### config.mk
export PLATFORM = sky130hd
export DESIGN_NAME = matrix_buffer
export DESIGN_NICKNAME = d
export VERILOG_FILES = /design/src/rtl/mm_pkg.sv /design/src/rtl/matrix_buffer.sv
export SDC_FILE = /design/constraint.sdc
export NUM_CORES = 1
export LEC_CHECK = 0
export BUFFER_PORTS_ARGS = -buffer_cell sky130_fd_sc_hd__buf_2
export CAP_MARGIN = 20
export CELL_PAD_IN_SITES_DETAIL_PLACEMENT = 2
export CELL_PAD_IN_SITES_GLOBAL_PLACEMENT = 2
export CORE_AREA = 3 3 301 185
export DETAILED_ROUTE_END_ITERATION = 8
export DIE_AREA = 0 0 304 188
export HOLD_SLACK_MARGIN = 0.08
export PLACE_DENSITY_LB_ADDON = 0.1
export SYNTH_ARGS = -nofsm -noshare
export SYNTH_HDL_FRONTEND = slang
export SYNTH_SLANG_ARGS = --single-unit
### constraint.sdc
create_clock -name clk -period 10.7 [get_ports clk]
set_input_delay 1.07 -clock clk [delete_from_list [all_inputs] [get_ports clk]]
set_output_delay 1.07 -clock clk [all_outputs]
set_load 0.1 [all_outputs]
### src/rtl/mm_pkg.sv
// ####################
// widths, types and AXI-style channel structs for the
// matrix-multiply accelerator, compiled ahead of all RTL
// ####################
package mm_pkg;

    localparam int ELEM_W  = 32;
    localparam int MAT_N   = 4;
    localparam int LINE_W  = MAT_N * ELEM_W;
    localparam int LINE_AW = 2;
    localparam int BEATS   = 16;
    localparam int ACC_W   = 2 * ELEM_W + 1;
    localparam logic ID_A  = 1'b0;
    localparam logic ID_B  = 1'b1;

    typedef logic        [31:0]        addr_t;
    typedef logic signed [ELEM_W-1:0]  elem_t;
    // element 0 sits in the low bits
    typedef logic        [LINE_W-1:0]  line_t;
    typedef logic        [LINE_AW-1:0] line_addr_t;
    typedef logic signed [ACC_W-1:0]   acc_t;
    typedef acc_t [MAT_N-1:0][MAT_N-1:0] acc_mat_t;

    typedef struct packed {
        logic  valid;
        logic  id;
        addr_t addr;
    } ar_req_t;

    typedef struct packed {
        logic  valid;
        logic  id;
        elem_t data;
        logic  last;
    } r_beat_t;

    typedef struct packed {
        logic  valid;
        addr_t addr;
    } aw_req_t;

    typedef struct packed {
        logic  valid;
        elem_t data;
        logic  last;
    } w_beat_t;

    typedef struct packed {
        logic       valid;
        logic [1:0] resp;
    } b_resp_t;

    typedef struct packed {
        logic       en;
        line_addr_t addr;
        line_t      data;
    } buf_wr_t;

    typedef enum logic [2:0] {IDLE, READ, COMPUTE, WRITE, FINISH} dma_state_e;
    typedef enum logic [1:0] {AW, W, B} wr_state_e;

endpackage

### src/rtl/matrix_buffer.sv
`timescale 1ns/10ps
// ####################
// four-line matrix store, whole-line writes, registered read
// ####################
module matrix_buffer (
    input  logic               clk,
    input  mm_pkg::buf_wr_t    wr_i,
    input  mm_pkg::line_addr_t raddr_i,
    output mm_pkg::line_t      rdata_o
);
    import mm_pkg::*;

    line_t mem [MAT_N];

    always_ff @(posedge clk) begin
        if (wr_i.en)
            mem[wr_i.addr] <= wr_i.data;
        rdata_o <= mem[raddr_i];
    end

    // a new read address never meets a write to the same line
    assert property (@(posedge clk)
        (wr_i.en && wr_i.addr == raddr_i) |-> (raddr_i == $past(raddr_i)));

endmodule

== Word level (Yosys, flattened, before mapping) ==
Memory sizes are Yosys's and may differ from the RTL's. A register that Yosys moved wholly into a read port is not among the register bits.
Index checks and enable logic that the tools add are counted.
Cells by class
  muxes and demuxes: 2
Operators by type and width (number)
  $mux 1: 2
Storage, ports and cells
  logic and storage cells: 3
  input port bits: 134
  register bits: 0
  memories kept: 1
  output and inout port bits: 128
  bits in writable memories: 512
Memory list
  mem: words 4, bits a word 128, rd ports 1, clocked after Yosys merged registers in 1, wr ports 1, line matrix_buffer.sv:13  | line_t mem [MAT_N];

== Longest topological paths before layout ==
Gate-level depths: netlist of run 1.
  word-level depth: 2
  mapped depth: 3

== Worst setup path before layout of run 1 ==
Ideal clock, no wire load.
  path type: input port to flip-flop
  from: input port wr_i[129] (netlist bit)
  to: memory mem[0][0] (netlist bit) (enable)
  setup time: 0.801 ns
  stages: 1
  arrival time: 10.371 ns
  path buffers: 0
  setup slack: -0.471 ns
  cells stage by stage: nor3b_1
RTL lines
  start, declared: line matrix_buffer.sv:7  | input mm_pkg::buf_wr_t wr_i,
  end, declared: line matrix_buffer.sv:13
Straight into the memory's write port.

== Worst setup path in the final report of run 1 ==
  from: input port wr_i[128] (netlist bit)
  to: memory mem[2][59] (netlist bit) (enable)
Straight into the memory's write port.

==> impl_results.md, run 1 <==
* Status: finished clean
* Clock transition at path regs at 0.07 ns
* Hold Crit Start: mem[0][101]
* Fin. max-slew vios at 0
* Share of cells above drive strength 1 at 42.88%
* CP arrival at 3.41 ns
* CTS tree: built
* Initial DRC count at 512
* Chip width at 304 µm
* Tightest Hold Check Type: reg2reg
* Final Core Density at 47.02%
* First-pass DRT Iterations at 6
* Drc violations at 0
* IO buf count at 261
* Setup TNS at 0 ns
* Post-Syn Nets at 934
* Slew HR at 31.29%
* Hold Path Depth at 1
* Placed cells at 1758
* Max_cap viols at 0
* Crit path top cell by count: buf_4
* DR vias at 8994
* Final ANT Viol Nets at 0
* Post-CTS Setup Bufs at 0
* Initial core utilization at 39.61%
* Wirelength per Cell at 24.44 µm
* Deepest clock path buffer count at 3
* R2R setup slack at 9.67 ns
* Post-Syn Area at 0.02117 mm²
* Flops & latches, synth at 640
* Worst Max-Slew Pin Slew at 1.031 ns
* Detail Placement HPWL at 27470 µm
* Setup crit start: wr_i[128]
* GPL Wtd Cong at 0.6771
* RSZ-0062 raised after global routing: no
* Worst setup EP type: flip-flop
* Die area at 0.05715 mm²
* Pin count of the biggest net entering global routing at 68
* # rows at 66
* Core Footprint at 0.05343 mm²
* Cell variety after synth at 10
* Htree depth at 2
* CTS Buf Count at 57
* Vias in the first global route at 10.09k
* Sequential share of the synthesized area at 84.75%
* Maximum vdd ir drop at 0.0001363 V
* Period utilisation layout at 29.92%
* Final global-route overflow total at 0
* Clk sink count at 640
* Overall Global Routing Usage at 16.15%
* Static leakage at 8.666 nW
* Root Driver: clkbuf_16
* FF-to-FF path depth at 1
* Post-Layout Cell Count at 1868
* Post-CTS sizing at 0
* Pwr per Cell Area at 222.8 mW/mm²
* Initial antenna violation count at 7
* Fmax at 312.3 MHz
* CP required at 10.91 ns
* Worst skew pair latency at 0.59 ns
* Final Critical Period at 3.202 ns
* CP max FO at 52
* Endpoints failing setup at 0
* # hold bufs at CTS at 0
* Setup crit start kind: input port
* Synth Instances at 800
* Worst reg2reg endpoint: rdata_o[73]
* Synth warn at 0
* First-pass GRT wire length at 69240 µm
* Final wirelength at 45650 µm
* Syn Area/Cell at 26.46 µm²
* Worst Hold End: rdata_o[101]
* Fillers at 4701
* Crit-path slowest cell: buf_4
* Vias per inst at 4.815
* CP max stage delay at 0.74 ns
* Critical Path, Cell by Cell: buf_2 > and3b_4 > buf_4 > buf_4
* Area growth from synthesis to layout at 18.69%
* Final hold vios at 0
* Worst r2r src: mem[3][73]
* Setup Skew at 0.01589 ns
* # IOs at 262
* Nets@finish at 1238
* Die height at 188 µm
* Critical path type: in2reg
[worst max path at each step]
stage,endpoint,cells after the start
after CTS,mem[2][96],4
after detailed placement,mem[1][120],4
final,mem[2][59],4
after global routing,mem[2][59],4
after global placement,mem[1][120],4
after floorplan,mem[0][0],1
[Yosys cell counts]
| cell type | count | area share [%] |
|---|---|---|
| nor3b_1 | 1 | 0.035 |
| edfxtp_1 | 512 | 73 |
| and3_1 | 1 | 0.030 |
| clkbuf_1 | 1 | 0.018 |
| dfxtp_1 | 128 | 12 |
| buf_2 | 13 | 0.31 |
| and3b_1 | 2 | 0.083 |
| mux4_2 | 128 | 14 |
| buf_12 | 10 | 0.95 |
| buf_6 | 4 | 0.21 |
[per-layer routing]
layer,up-vias,GRT usage (%),wire (µm)
met5,-,0,57
li1,3965,-,-
met4,10,3.057,598
met2,193,26.00,22230
met1,4761,22.50,20040
met3,65,4.245,2726
[final cells by class]
type / count / area, µm² / share of cell area (%)
multi-input combinational: 132 / 2938 / 11.70
timing repair buffer: 273 / 1431 / 5.698
clock buffer: 74 / 1540 / 6.131
sequential: 640 / 17940 / 71.41
clock inverter: 33 / 375.4 / 1.494
tap: 714 / 893.4 / 3.556
antenna: 2 / 5.005 / 0.01992
[placed cells by master (no fill, tap or decap)]
| cell | n |
|---|---|
| buf_4 | 11 |
| mux4_2 | 128 |
| diode_2 | 2 |
| clkinvlp_4 | 1 |
| edfxtp_1 | 512 |
| clkbuf_16 | 57 |
| nor3b_4 | 1 |
| clkbuf_1 | 12 |
| buf_16 | 1 |
| and3_4 | 1 |
| inv_6 | 3 |
| clkinv_1 | 6 |
| bufinv_16 | 8 |
| buf_2 | 259 |
| and3b_4 | 2 |
| clkinv_2 | 14 |
| buf_6 | 1 |
| clkinv_4 | 1 |
| clkbuf_8 | 6 |
| dfxtp_1 | 128 |
[sequential cells by signal (all words and copies together) (netlist names)]
| register | cells |
|---|---|
| mem | 512 |
| rdata_o | 128 |
[report_power, final]
group	internal [mW]	leakage (nW)	switching, mW	total (mW)
sequential	2.84	5.78	0.0430	2.88
combinational	0.124	1.94	0.480	0.604
clock	1.21	0.948	0.900	2.11
total	4.17	8.67	1.42	5.60
[worst max-delay path: cells and delay by family]
family | cells | cell delay (ns)
and+or+nand+nor | 1 | 0.62
buffers and inverters | 3 | 1.57
[cells by family (layout without fill, tap and decap cells)]
logic type	count (synthesis)	after routing	share of synthesized area (%)
buffers and inverters	28	380	1.484
DFF	640	640	84.75
muxes	128	128	13.62
other	0	2	0
and+or+nand+nor	4	4	0.1478
[stage by stage]
stage | area (µm²) | power (mW) | setup WS, ns | hold WS (ns)
after floorplan | 21170 | 3.402 | 4.142 | 0.5322
after global placement | 23170 | 3.539 | 6.816 | 0.5363
after detailed placement | 23170 | 3.552 | 6.789 | 0.5436
after CTS | 25090 | 5.683 | 7.441 | 0.5514
after global routing | 25120 | 5.817 | 7.310 | 0.5610
final | 25120 | 5.597 | 7.498 | 0.5503
Power figures use the tool's default switching activity.
==> inputs of run 2 (changes only) <==
==> constraint.sdc (replaced) <==
create_clock -name clk -period 2.9 [get_ports clk]
set_input_delay 0.29 -clock clk [delete_from_list [all_inputs] [get_ports clk]]
set_output_delay 0.29 -clock clk [all_outputs]
set_load 0.1 [all_outputs]
==> run 2 against run 1 <==
Flip-flop and latch count unchanged; largest cell class unchanged; clock skew rose by 0.00085 ns; critical endpoint is now rdata_o[87]; clock power grew to 3.7 times the previous value; critical path type is now reg2out; via count grew 6.2%; total power increased to 3.7 times the previous value; final cell count increased by 7.9%; routed wire length increased by 4.4%; register-to-register slack worse by 7.8 ns; non-clock buffer count rose by 147.
==> impl_results.md, run 2 (synthesized netlist as in run 1, its figures left out) <==
* Critical path type: reg2out
* Worst reg2reg endpoint: rdata_o[8]
* Root Driver: clkbuf_16
* Crit-path slowest cell: buf_2
* Worst Max-Slew Pin Slew at 1.053 ns (+0.02234 ns)
* CTS tree: built
* Deepest clock path buffer count at 3 (unchanged)
* Worst setup EP type: primary output
* Antenna fix cells at 0 (-2)
* CP required at 2.61 ns (-8.30 ns)
* Critical Path, Cell by Cell: buf_2
* Status: finished clean
* Slew HR at 29.72% (-1.6 points)
* CP max stage delay at 0.44 ns (-0.30 ns)
* Buf/Inv on CP at 1 (-2)
* FF-to-FF path depth at 1 (unchanged)
* Biggest regs: mem x512, rdata_o x128
* Crit path max-delay family: buffers and inverters
* Final wirelength at 47660 µm (+4.4%)
* Die area at 0.05715 mm² (unchanged)
* Drc violations at 0 (unchanged)
* CP arrival at 1.38 ns (-2.03 ns)
* Overall Global Routing Usage at 17.06% (+0.91 points)
* Final global-route overflow total at 0 (unchanged)
* DR vias at 9554 (+6.2%)
* # IOs at 262 (unchanged)
* Wirelength per Cell at 23.65 µm (-3.2%)
* Setup Skew at 0.01674 ns (+0.0008494 ns)
* Pin count of the biggest net entering global routing at 49 (-28%)
* Hold Crit Start: wr_i[128]
* Clock transition at path regs at 0.07 ns (about the same)
* Most frequent cells in the layout: 512 x edfxtp_1, 259 x buf_2, 128 x mux4_2, 128 x dlygate4sd3_1, 128 x dfxtp_1
* Most flop-heavy register: mem
* IO buf count at 261 (unchanged)
* Period utilisation layout at 57.71%
* GPL Wtd Cong at 0.6523 (-3.7%)
* Area after DPL at 0.02359 mm² (+1.8%)
* Max_cap viols at 0 (unchanged)
* CTS Buf Count at 58 (+1.8%)
* Post-CTS Setup Bufs at 0 (unchanged)
* Fin. max-slew vios at 0 (unchanged)
* Placed cells at 1778 (+1.1%)
* Worst Hold End: mem[0][49]
* Static leakage at 9.370 nW (+8.1%)
* Area growth from synthesis to layout at 26.57%
* R2R setup slack at 1.85 ns (-7.82 ns)
* Share of cells above drive strength 1 at 39.51% (-3.4 points)
* Max FFs per register at 512 (unchanged)
* Initial antenna violation count at 2 (-5)
* Vias in the first global route at 11.10k (+10%)
* Final ANT Viol Nets at 0 (unchanged)
* Clk sink count at 640 (unchanged)
* # rows at 66 (unchanged)
* Final Critical Period at 1.674 ns
* Pwr per Cell Area at 777.6 mW/mm² (+250%)
* Nets@finish at 1386 (+12%)
* First-pass DRT Iterations at 6 (unchanged)
* Htree depth at 2 (unchanged)
* Design area at 0.02679 mm² (+6.6%)
* Detail Placement HPWL at 29060 µm (+5.8%)
* Initial core utilization at 39.61% (unchanged)
* Core Footprint at 0.05343 mm² (unchanged)
* First-pass GRT wire length at 73890 µm (+6.7%)
* RSZ-0062 raised after global routing: no
* Die height at 188 µm (unchanged)
* Setup crit start kind: flip-flop
* Tightest Hold Check Type: in2reg
* Chip width at 304 µm (unchanged)
* Worst r2r src: mem[3][8]
* Hold Path Depth at 2 (+1)
* Endpoints failing setup at 0 (unchanged)
* CP max FO at 1 (-98%)
* Final hold vios at 0 (unchanged)
* Worst skew pair latency at 0.59 ns (about the same)
* Fmax at 597.5 MHz
* Initial DRC count at 547 (+6.8%)
* Post-Layout Cell Count at 2015 (+7.9%)
* Maximum vdd ir drop at 0.0006398 V (+370%)
* Most common cell after layout, fill and taps aside: edfxtp_1
* Vias per inst at 4.741 (-1.5%)
run 2: routing by layer:
| layer | track usage, % | share of wire [%] | up-vias | routed length (µm) |
|---|---|---|---|---|
| met4 | 3.094 | 1.3 | 4 | 636 |
| met2 | 29.08 | 51 | 182 | 24440 |
| met5 | 0 | 0.057 | - | 27 |
| met1 | 22.62 | 43 | 5046 | 20320 |
| li1 | - | - | 4259 | - |
| met3 | 4.143 | 4.7 | 63 | 2230 |
run 2: layout make-up:
| class | instances | area, µm² |
|---|---|---|
| Fill cell | 4581 | 26640 |
| Sequential cell | 640 | 17940 |
| Timing Repair Buffer | 420 | 3098 |
| Multi-Input combinational cell | 132 | 2938 |
| Clock buffer | 80 | 1625 |
| Tap cell | 714 | 893.4 |
| Clock inverter | 29 | 297.8 |
run 2: how the worst max path moves through the flow:
stage           startpoint           to  slack, ns  cells after the start
2_1_floorplan    wr_i[130]    mem[0][0]      -1.09                      1
3_3_place_gp     wr_i[129]   mem[0][37]       0.91                      3
3_5_place_dp     wr_i[129]   mem[0][97]       0.88                      3
4_1_cts        rdata_o[87]  rdata_o[87]       1.17                      1
5_1_grt        rdata_o[87]  rdata_o[87]       1.13                      1
6_report       rdata_o[87]  rdata_o[87]       1.23                      1
run 2: power by group:
group | leakage (nW) | total [mW] | internal (mW) | switching [mW]
sequential | 5.78 | 10.6 | 10.5 | 0.149
clock | 0.950 | 7.77 | 4.45 | 3.32
combinational | 2.64 | 2.44 | 0.612 | 1.83
total | 9.37 | 20.8 | 15.5 | 5.30
run 2: what timing repair did:
action | CTS | global route
hold buffers | 128 | 0
gates resized for setup | 0 | 0
endpoints found under the hold margin | 512 | 0
run 2: metrics by stage:
step	hold slack, ns	total power, mW	setup TNS [ns]	setup slack (ns)	util (%)
final	0.1732	20.83	0	1.226	50.14
after global routing	0.1263	21.66	0	1.126	50.14
after floorplan	0.3889	12.54	-139.66	-1.091	-
after detailed placement	0.5124	13.15	0	0.8752	44.14
after global placement	0.5081	13.10	0	0.9136	44.14
after CTS	0.1338	21.11	0	1.168	50.14
