$ cat config.mk
export PLATFORM = sky130hd
export DESIGN_NAME = dma_engine
export DESIGN_NICKNAME = d
export VERILOG_FILES = /design/src/rtl/mm_pkg.sv /design/src/rtl/dma_engine.sv /design/src/rtl/dma_read_path.sv /design/src/rtl/dma_write_path.sv
export SDC_FILE = /design/constraint.sdc
export NUM_CORES = 1
export LEC_CHECK = 0
export BUFFER_PORTS_ARGS = -buffer_cell sky130_fd_sc_hd__buf_4
export CORE_AREA = 10 10 600 602
export CTS_BUF_LIST = sky130_fd_sc_hd__clkbuf_8
export CTS_CLUSTER_SIZE = 10
export DETAILED_ROUTE_END_ITERATION = 12
export DIE_AREA = 0 0 610 612
export MAX_ROUTING_LAYER = met4
export SYNTH_ARGS = -nofsm -noshare
export SYNTH_HDL_FRONTEND = slang
export SYNTH_HIERARCHICAL = 1
export SYNTH_SLANG_ARGS = --single-unit
$ cat constraint.sdc
create_clock -name clk -period 7.34 [get_ports clk]
set_input_delay 1.468 -clock clk [delete_from_list [all_inputs] [get_ports clk]]
set_output_delay 1.468 -clock clk [all_outputs]
set_load 0.03 [all_outputs]
$ cat src/rtl/mm_pkg.sv
// ####################
// widths, types and AXI-style channel structs for the
// matrix-multiply accelerator, compiled ahead of all RTL
// ####################
package mm_pkg;

    localparam int ELEM_W  = 32;
    localparam int MAT_N   = 4;
    localparam int LINE_W  = MAT_N * ELEM_W;
    localparam int LINE_AW = 2;
    localparam int BEATS   = 16;
    localparam int ACC_W   = 2 * ELEM_W + 1;
    localparam logic ID_A  = 1'b0;
    localparam logic ID_B  = 1'b1;

    typedef logic        [31:0]        addr_t;
    typedef logic signed [ELEM_W-1:0]  elem_t;
    // element 0 sits in the low bits
    typedef logic        [LINE_W-1:0]  line_t;
    typedef logic        [LINE_AW-1:0] line_addr_t;
    typedef logic signed [ACC_W-1:0]   acc_t;
    typedef acc_t [MAT_N-1:0][MAT_N-1:0] acc_mat_t;

    typedef struct packed {
        logic  valid;
        logic  id;
        addr_t addr;
    } ar_req_t;

    typedef struct packed {
        logic  valid;
        logic  id;
        elem_t data;
        logic  last;
    } r_beat_t;

    typedef struct packed {
        logic  valid;
        addr_t addr;
    } aw_req_t;

    typedef struct packed {
        logic  valid;
        elem_t data;
        logic  last;
    } w_beat_t;

    typedef struct packed {
        logic       valid;
        logic [1:0] resp;
    } b_resp_t;

    typedef struct packed {
        logic       en;
        line_addr_t addr;
        line_t      data;
    } buf_wr_t;

    typedef enum logic [2:0] {IDLE, READ, COMPUTE, WRITE, FINISH} dma_state_e;
    typedef enum logic [1:0] {AW, W, B} wr_state_e;

endpackage

$ cat src/rtl/dma_engine.sv
`timescale 1ns/10ps
// ####################
// DMA control FSM that reads A and B, runs the engine,
// writes C back and pulses done
// ####################
module dma_engine (
    input  logic              clk,
    input  logic              rst_n,
    input  mm_pkg::addr_t     mat_a_addr_i,
    input  mm_pkg::addr_t     mat_b_addr_i,
    input  mm_pkg::addr_t     mat_c_addr_i,
    input  logic              start_i,
    output logic              done_o,
    output mm_pkg::ar_req_t   ar_o,
    input  logic              arready_i,
    input  mm_pkg::r_beat_t   r_i,
    output logic              rready_o,
    output mm_pkg::aw_req_t   aw_o,
    input  logic              awready_i,
    output mm_pkg::w_beat_t   w_o,
    input  logic              wready_i,
    input  mm_pkg::b_resp_t   b_i,
    output logic              bready_o,
    output mm_pkg::buf_wr_t   buf_a_wr_o,
    output mm_pkg::buf_wr_t   buf_b_wr_o,
    output logic              mm_start_o,
    input  logic              mm_done_i,
    input  mm_pkg::acc_mat_t  acc_i
);
    import mm_pkg::*;

    dma_state_e state_q;
    // latched on start so the inputs may move mid-run
    addr_t      a_addr_q;
    addr_t      b_addr_q;
    addr_t      c_addr_q;
    logic       rd_go;
    logic       rd_done;
    logic       wr_go;
    logic       wr_done;

    assign done_o = (state_q == FINISH);

    always_ff @(posedge clk) begin
        if (!rst_n) begin
            state_q    <= IDLE;
            rd_go      <= 1'b0;
            wr_go      <= 1'b0;
            mm_start_o <= 1'b0;
        end else begin
            rd_go      <= 1'b0;
            wr_go      <= 1'b0;
            mm_start_o <= 1'b0;
            case (state_q)
                IDLE: begin
                    if (start_i) begin
                        a_addr_q <= mat_a_addr_i;
                        b_addr_q <= mat_b_addr_i;
                        c_addr_q <= mat_c_addr_i;
                        rd_go    <= 1'b1;
                        state_q  <= READ;
                    end
                end
                READ: begin
                    if (rd_done) begin
                        mm_start_o <= 1'b1;
                        state_q    <= COMPUTE;
                    end
                end
                COMPUTE: begin
                    if (mm_done_i) begin
                        wr_go   <= 1'b1;
                        state_q <= WRITE;
                    end
                end
                WRITE: begin
                    if (wr_done)
                        state_q <= FINISH;
                end
                FINISH:  state_q <= IDLE;
                default: state_q <= IDLE;
            endcase
        end
    end

    dma_read_path u_rd (
        .clk        (clk),
        .rst_n      (rst_n),
        .go_i       (rd_go),
        .a_addr_i   (a_addr_q),
        .b_addr_i   (b_addr_q),
        .ar_o       (ar_o),
        .arready_i  (arready_i),
        .r_i        (r_i),
        .rready_o   (rready_o),
        .buf_a_wr_o (buf_a_wr_o),
        .buf_b_wr_o (buf_b_wr_o),
        .done_o     (rd_done)
    );

    dma_write_path u_wr (
        .clk        (clk),
        .rst_n      (rst_n),
        .go_i       (wr_go),
        .c_addr_i   (c_addr_q),
        .acc_i      (acc_i),
        .aw_o       (aw_o),
        .awready_i  (awready_i),
        .w_o        (w_o),
        .wready_i   (wready_i),
        .b_i        (b_i),
        .bready_o   (bready_o),
        .done_o     (wr_done)
    );

    // each path reports done only in its own phase
    assert property (@(posedge clk) disable iff (!rst_n)
        rd_done |-> (state_q == READ));

    assert property (@(posedge clk) disable iff (!rst_n)
        wr_done |-> (state_q == WRITE));

    // engine finishes only while the FSM waits for it
    assert property (@(posedge clk) disable iff (!rst_n)
        mm_done_i |-> (state_q == COMPUTE));

endmodule

$ cat src/rtl/dma_read_path.sv
`timescale 1ns/10ps
// ####################
// read side of the DMA: AR bursts for A then B, R beats
// sorted by id and packed four to a buffer line
// ####################
module dma_read_path (
    input  logic            clk,
    input  logic            rst_n,
    input  logic            go_i,
    input  mm_pkg::addr_t   a_addr_i,
    input  mm_pkg::addr_t   b_addr_i,
    output mm_pkg::ar_req_t ar_o,
    input  logic            arready_i,
    input  mm_pkg::r_beat_t r_i,
    output logic            rready_o,
    output mm_pkg::buf_wr_t buf_a_wr_o,
    output mm_pkg::buf_wr_t buf_b_wr_o,
    output logic            done_o
);
    import mm_pkg::*;

    ar_req_t    ar_q;
    // per id: burst outstanding, last line written
    logic [1:0] pend_q;
    logic [1:0] fin_q;
    logic [3:0] cnt_q [2];
    line_t      line_q [2];
    buf_wr_t    wr_q [2];
    logic       ar_fire;
    logic       r_fire;

    assign ar_fire    = ar_q.valid && arready_i;
    assign r_fire     = r_i.valid && rready_o;
    assign rready_o   = |pend_q;
    assign ar_o       = ar_q;
    assign buf_a_wr_o = wr_q[ID_A];
    assign buf_b_wr_o = wr_q[ID_B];

    // A first, B the cycle after the A handshake
    always_ff @(posedge clk) begin
        if (!rst_n) begin
            ar_q.valid <= 1'b0;
        end else if (go_i) begin
            ar_q <= '{valid: 1'b1, id: ID_A, addr: a_addr_i};
        end else if (ar_fire) begin
            ar_q.valid <= (ar_q.id == ID_A);
            ar_q.id    <= ID_B;
            ar_q.addr  <= b_addr_i;
        end
    end

    always_ff @(posedge clk) begin
        if (!rst_n) begin
            pend_q <= '0;
            fin_q  <= '0;
            done_o <= 1'b0;
            for (int m = 0; m < 2; m++) begin
                cnt_q[m]   <= '0;
                wr_q[m].en <= 1'b0;
            end
        end else begin
            done_o <= &fin_q;
            if (&fin_q)
                fin_q <= '0;
            if (ar_fire)
                pend_q[ar_q.id] <= 1'b1;
            for (int m = 0; m < 2; m++) begin
                wr_q[m].en <= 1'b0;
                if (r_fire && r_i.id == 1'(m)) begin
                    line_q[m][cnt_q[m][1:0]*ELEM_W +: ELEM_W] <= r_i.data;
                    cnt_q[m] <= cnt_q[m] + 4'd1;
                    // fourth element completes the row
                    if (cnt_q[m][1:0] == 2'd3) begin
                        wr_q[m].en   <= 1'b1;
                        wr_q[m].addr <= cnt_q[m][3:2];
                        wr_q[m].data <= {r_i.data, line_q[m][3*ELEM_W-1:0]};
                    end
                    if (cnt_q[m] == 4'(BEATS - 1)) begin
                        pend_q[m] <= 1'b0;
                        fin_q[m]  <= 1'b1;
                    end
                end
            end
        end
    end

    // rlast lines up with beat 15 of the same id
    assert property (@(posedge clk) disable iff (!rst_n)
        r_fire |-> (r_i.last == (cnt_q[r_i.id] == 4'(BEATS - 1))));

    // memory sends R only for a burst still in flight
    assert property (@(posedge clk) disable iff (!rst_n)
        r_i.valid |-> pend_q[r_i.id]);

endmodule

$ cat src/rtl/dma_write_path.sv
`timescale 1ns/10ps
// ####################
// write side of the DMA: one AW, 16 W beats of C in
// row-major order, then the B response
// ####################
module dma_write_path (
    input  logic             clk,
    input  logic             rst_n,
    input  logic             go_i,
    input  mm_pkg::addr_t    c_addr_i,
    input  mm_pkg::acc_mat_t acc_i,
    output mm_pkg::aw_req_t  aw_o,
    input  logic             awready_i,
    output mm_pkg::w_beat_t  w_o,
    input  logic             wready_i,
    input  mm_pkg::b_resp_t  b_i,
    output logic             bready_o,
    output logic             done_o
);
    import mm_pkg::*;

    wr_state_e  state_q;
    logic       awvalid_q;
    logic       wvalid_q;
    addr_t      awaddr_q;
    logic [3:0] beat_q;
    logic       w_fire;
    logic       b_fire;

    assign w_fire = wvalid_q && wready_i;
    assign b_fire = b_i.valid && bready_o;
    assign aw_o   = '{valid: awvalid_q, addr: awaddr_q};

    // low 32 bits of C[beat/4][beat%4]
    assign w_o = '{valid: wvalid_q,
                   data:  elem_t'(acc_i[beat_q[3:2]][beat_q[1:0]]),
                   last:  beat_q == 4'(BEATS - 1)};

    always_ff @(posedge clk) begin
        if (!rst_n) begin
            state_q   <= AW;
            awvalid_q <= 1'b0;
            wvalid_q  <= 1'b0;
            bready_o  <= 1'b0;
            done_o    <= 1'b0;
            beat_q    <= '0;
        end else begin
            done_o <= 1'b0;
            case (state_q)
                AW: begin
                    if (go_i) begin
                        awvalid_q <= 1'b1;
                        awaddr_q  <= c_addr_i;
                    end else if (awvalid_q && awready_i) begin
                        awvalid_q <= 1'b0;
                        wvalid_q  <= 1'b1;
                        beat_q    <= '0;
                        state_q   <= W;
                    end
                end
                W: begin
                    if (w_fire) begin
                        beat_q <= beat_q + 4'd1;
                        if (beat_q == 4'(BEATS - 1)) begin
                            wvalid_q <= 1'b0;
                            bready_o <= 1'b1;
                            state_q  <= B;
                        end
                    end
                end
                B: begin
                    if (b_fire) begin
                        bready_o <= 1'b0;
                        done_o   <= 1'b1;
                        state_q  <= AW;
                    end
                end
                default: state_q <= AW;
            endcase
        end
    end

    // engine result must hold while beats are going out
    assert property (@(posedge clk) disable iff (!rst_n)
        wvalid_q |-> $stable(acc_i));

    // memory answers OKAY only
    assert property (@(posedge clk) disable iff (!rst_n)
        b_fire |-> (b_i.resp == 2'b00));

endmodule

[Yosys cells after proc, flatten, opt, wreduce, memory -nomap -nowiden]
Memories as Yosys holds them, arrays and structs flattened.
Index checks and enable logic that the tools add are counted.
Storage, ports and cells
  input port bits: 1181
  RAM bits: 526
  bits in registers: 183
  memories: 3
Operators by class
  multiplexer cells: 75
  equality and inequality tests: 20
  bitwise logic cells: 9
  reduce and logical (&&, ||, !) cells: 30
  add/sub/neg operators: 5
  $lt $le $gt $ge: 4
  shifts and indexed selects: 4
Memories
  u_rd.wr_q: words 2, width 131, read ports 2, clocked after memory_dff 0, wr ports 2, line dma_read_path.sv:28  | buf_wr_t wr_q [2];
  u_rd.line_q: words 2, width 128, read ports 2, clocked after memory_dff 0, wr ports 1, line dma_read_path.sv:27  | line_t line_q [2];
  u_rd.cnt_q: words 2, width 4, read ports 2, clocked after memory_dff 0, wr ports 2, line dma_read_path.sv:26  | logic [3:0] cnt_q [2];
Operators with widths (count)
  $bmux 260 s2: 1
  $mux 128: 4
  $mux 260: 1
  $shift 32x34->128 const A: 2
  $shiftx 32x34->128: 2
  $bmux 65 s2: 1
  $reduce_or 128->1: 1
  $mux 34: 2
  $neg 7->34: 2
  $mux 1: 43
  $mux 32: 1
  $mux 4: 5
  $mux 2: 7
  $reduce_and 2->1: 7
  $add 4x1->4 const B: 3
  $eq 4x4->1 const B: 3
  $mux 3: 4
  $pmux 3 s4: 1
  $reduce_and 4->1: 3
  $ne 2x1->1 const B: 5
  $reduce_and 5->1: 2
  $logic_and 1x1->1: 8
  $ne 2x2->1 const B: 4
  $pmux 4 s2: 1
  19 further kinds: 34

[Depth between registers and ports, before layout]
  depth after elaboration: 8
  depth in mapped cells: 7

[Hierarchy]
Netlist, hierarchy kept.
By module, submodules not included
  dma_read_path: instances 1, area an instance 18077.3 um^2, cells each 966
  dma_write_path: instances 1, area an instance 5893.2 um^2, cells each 437
  dma_engine: instances 1, area an instance 3161.8 um^2, cells each 122

[Least setup slack after synthesis]
Ideal clock, no wire load.
  path type: input -> register
  start: in rst_n
  end: reg a_addr_q[0], enable pin
  cell stages on the path: 2
  setup time: 606 ps
  data required time: 6734 ps
  path buffers: 0
  arrival: 6778 ps
  path slack: -45 ps
  cells stage by stage: nand2b_4 > nor4b_2
Between the ends
  cells in the longest elaborated chain, start to end: 1
Ends and longest elaborated chain
  start, declared: line dma_engine.sv:8  | input logic rst_n,
  $reduce_and 3->1 (no line)
  end signal, assigned: line dma_engine.sv:57  | a_addr_q <= mat_a_addr_i;
  end, declared: line dma_engine.sv:34  | addr_t a_addr_q;
Every way passes these cells.
A chain may end at the register's enable or synchronous reset.

==> out/metrics.yaml <==
ctsResizeCount: 0
clock_tree.root_cell: "clkbuf_8"
setup_viol: 0
via_count: 18900
final_antenna_net_count: 0
status: "complete, no violations"
async_flop_share_pct: 0
cts.sinks: 645
path_class: "register to output port"
layout.nets: 3772
synth_flop_cell: "edfxtp_1"
clock_latency_ps: 910
antenna_found_initial: 135
top_layer_used: "met4"
dr.pass1.iters: 6
cts_htree_levels: 3
syn_area_um2: 27100
first_iter_violations: 1763
routed_wl_um: 176000
fin_worst_skew_ps: 101
io_buffers: 1016
place_congestion: 0.915
synth_top_cell_by_area: "edfxtp_1"
yosysSeqAreaShare_pct: 70.5
cp-start-kind: "register"
p_leak_nw: 14.4
cts-hold-fix-buffers: 0
tritoncts: "built"
hp-class: "register to register"
cts_buffers: 107
crit_arrival_ps: 3680
track_usage_pct: 9.15
fin_util_pct: 12.1
avgSynthCellArea_um2: 17.8
wl_met2_um: 79000
wl_per_cell_um: 24.1
yosys_register_bits: 645
cts_buffer_depth: 4
rows: 217
place.detailed.hpwl_um: 153000
synth_top_area_share_pct: 68.8
via_per_inst: 2.58
remaining_drc_errors: 0
synthTopCellsByArea: "edfxtp_1 69%, and2_1 7.6%, mux4_2 5.5%, mux2i_1 3.6%, mux4_1 2.9%"
grt_pass1_wl_um: 215000
clock.fmax_ghz: 0.194
start_util_pct: 7.79
die_y_um: 612
rsz0062_at_grt: "false"
fin_crit_ps: 5150
min_period_over_period_pct: 70.2
grt_start_max_net_pins: 109
cap_violations: 0
crit_fanout: 26
endpoint_kind: "output port"
drv_slew: 0
yosys.cell_types.count: 54
wl_met1_um: 62400
drive_gt1_share_pct: 49.0
critPathRequiredTime_ps: 5870
pin_count: 1548
fin_tns_setup_ps: 0
synth_nets: 2717
post-place-ws_ps: 2390
path_clk_slew_ps: 60
ir_drop_mv: 0.160
layout_setup_ws_ps: 2190
syn-instance-count: 1525
gr-total-overflow: 0
die_w_um: 610
die_area_um2: 373000
p_per_area_nw_per_um2: 186
holdWs_ps: 393
post_cts.repair.setup_buffers: 0
finalHoldViolCount: 0
core-area_um2: 348000
syn2layout_area_growth_pct: 55.6
relSlewSlack_pct: 26.0
worst_pin_slew_ps: 1110
synth_edf_count: 622
layout_commonest_cell: "buf_4"
final_cell_mix: "1036 x buf_4, 622 x edfxtp_1, 324 x and2_1"
fillers: 39300
routed-wl-met3_um: 31800
first_global_vias: 19400
ys.warnings.count: 6
cell families after synthesis:
logic type	share of synthesized area, %
multiplexers	13.3
other	0.0138
buffers and inverters	2.88
XOR/XNOR	0.129
adder cells (fa/ha/maj)	0.507
AND/OR/NAND/NOR	9.44
flip-flops	70.5
AO/OA/AOI/OAI	3.20
per-layer routing:
metal  up-vias  track usage [%]
met4         0             1.37
li1       8107                -
met5         -                -
met3       240             7.24
met1      9259             9.33
met2      1264             14.1
worst paths after layout:
path | from | endpoint | slack [ps] | cells after the start
worst max-delay path | u_wr/beat_q[0] | w_o[27] | 2190 | 6
worst min-delay path | u_rd/line_q[0][156] | u_rd/wr_q[1][28] | 390 | 0
worst max register to register | u_rd/cnt_q[0][0] | u_rd/line_q[0][4] | 4000 | 5
worst min register to register | u_rd/line_q[0][156] | u_rd/wr_q[1][28] | 390 | 0
cells in the mapped netlist (2+ instances only):
library cell and count:
a21boi_0 2, a21oi_1 7, a22oi_1 35, a31oi_1 2, a32oi_1 32, and2_1 328, and2_2 2, and3_1 8
buf_12 2, buf_2 23, buf_4 7, buf_6 18, buf_8 2, clkbuf_1 29, clkbuf_8 12, clkdlybuf4s50_2 2
dfxtp_1 23, edfxtp_1 622, ha_1 11, inv_1 10, inv_2 2, mux2_2 32, mux2i_1 97, mux4_1 30
mux4_2 66, nand2_1 13, nand2b_1 2, nand3_1 6, nand4b_1 4, nor2_1 15, nor2b_1 6, nor3_1 7
nor3b_2 4, nor3b_4 2, nor4b_2 2, o21a_1 2, o21ai_0 7, o21ai_1 33, xnor2_1 2, xor2_1 2
critical path, cell delays in order (launching register included):
cell     delay, ps
dfxtp_1        450
and2_1         470
buf_4          470
a22oi_1        380
a32oi_1        630
o21ai_1        220
buf_4          230
sequential cells by signal (all words and copies together), names as in the netlist, 2 cells and up:
register,cells
u_rd/wr_q,262
state_q,3
b_addr_q,32
u_rd/fin_q,2
u_rd/pend_q,2
c_addr_q,32
u_wr/state_q,2
u_rd/cnt_q,8
u_wr/awaddr_q,32
u_rd/ar_o,34
a_addr_q,32
u_wr/beat_q,4
u_rd/line_q,192
power by group:
group	total (mW)	internal, mW	switching, mW
Sequential	4.08	4.06	0.0217
Clock	3.04	1.57	1.47
Combinational	0.722	0.342	0.380
Total	7.84	5.98	1.87
cell type report:
| cell class | instances | area (µm²) | share of cell area (%) |
|---|---|---|---|
| clock inverters | 81 | 526 | 1.24 |
| multi-input cells | 773 | 7270 | 17.2 |
| clock buffers | 107 | 1470 | 3.49 |
| well taps | 4599 | 5750 | 13.6 |
| flip-flops and latches | 645 | 19100 | 45.4 |
| inverters | 12 | 45.0 | 0.107 |
| repair buffers | 1041 | 7870 | 18.6 |
| diodes | 48 | 120 | 0.285 |
through the flow:
| step | area (µm²) | std cells | total power, mW |
|---|---|---|---|
| 3_3_place_gp | 40100 | 7070 | 4.89 |
| 2_1_floorplan | 27100 | 1525 | 4.35 |
| 3_5_place_dp | 40100 | 7070 | 4.90 |
| 5_1_grt | 42200 | 7288 | 8.16 |
| 6_report | 42200 | 7306 | 7.84 |
| 4_1_cts | 42100 | 7258 | 7.97 |
No activity file was read; power rests on OpenSTA's default activity.
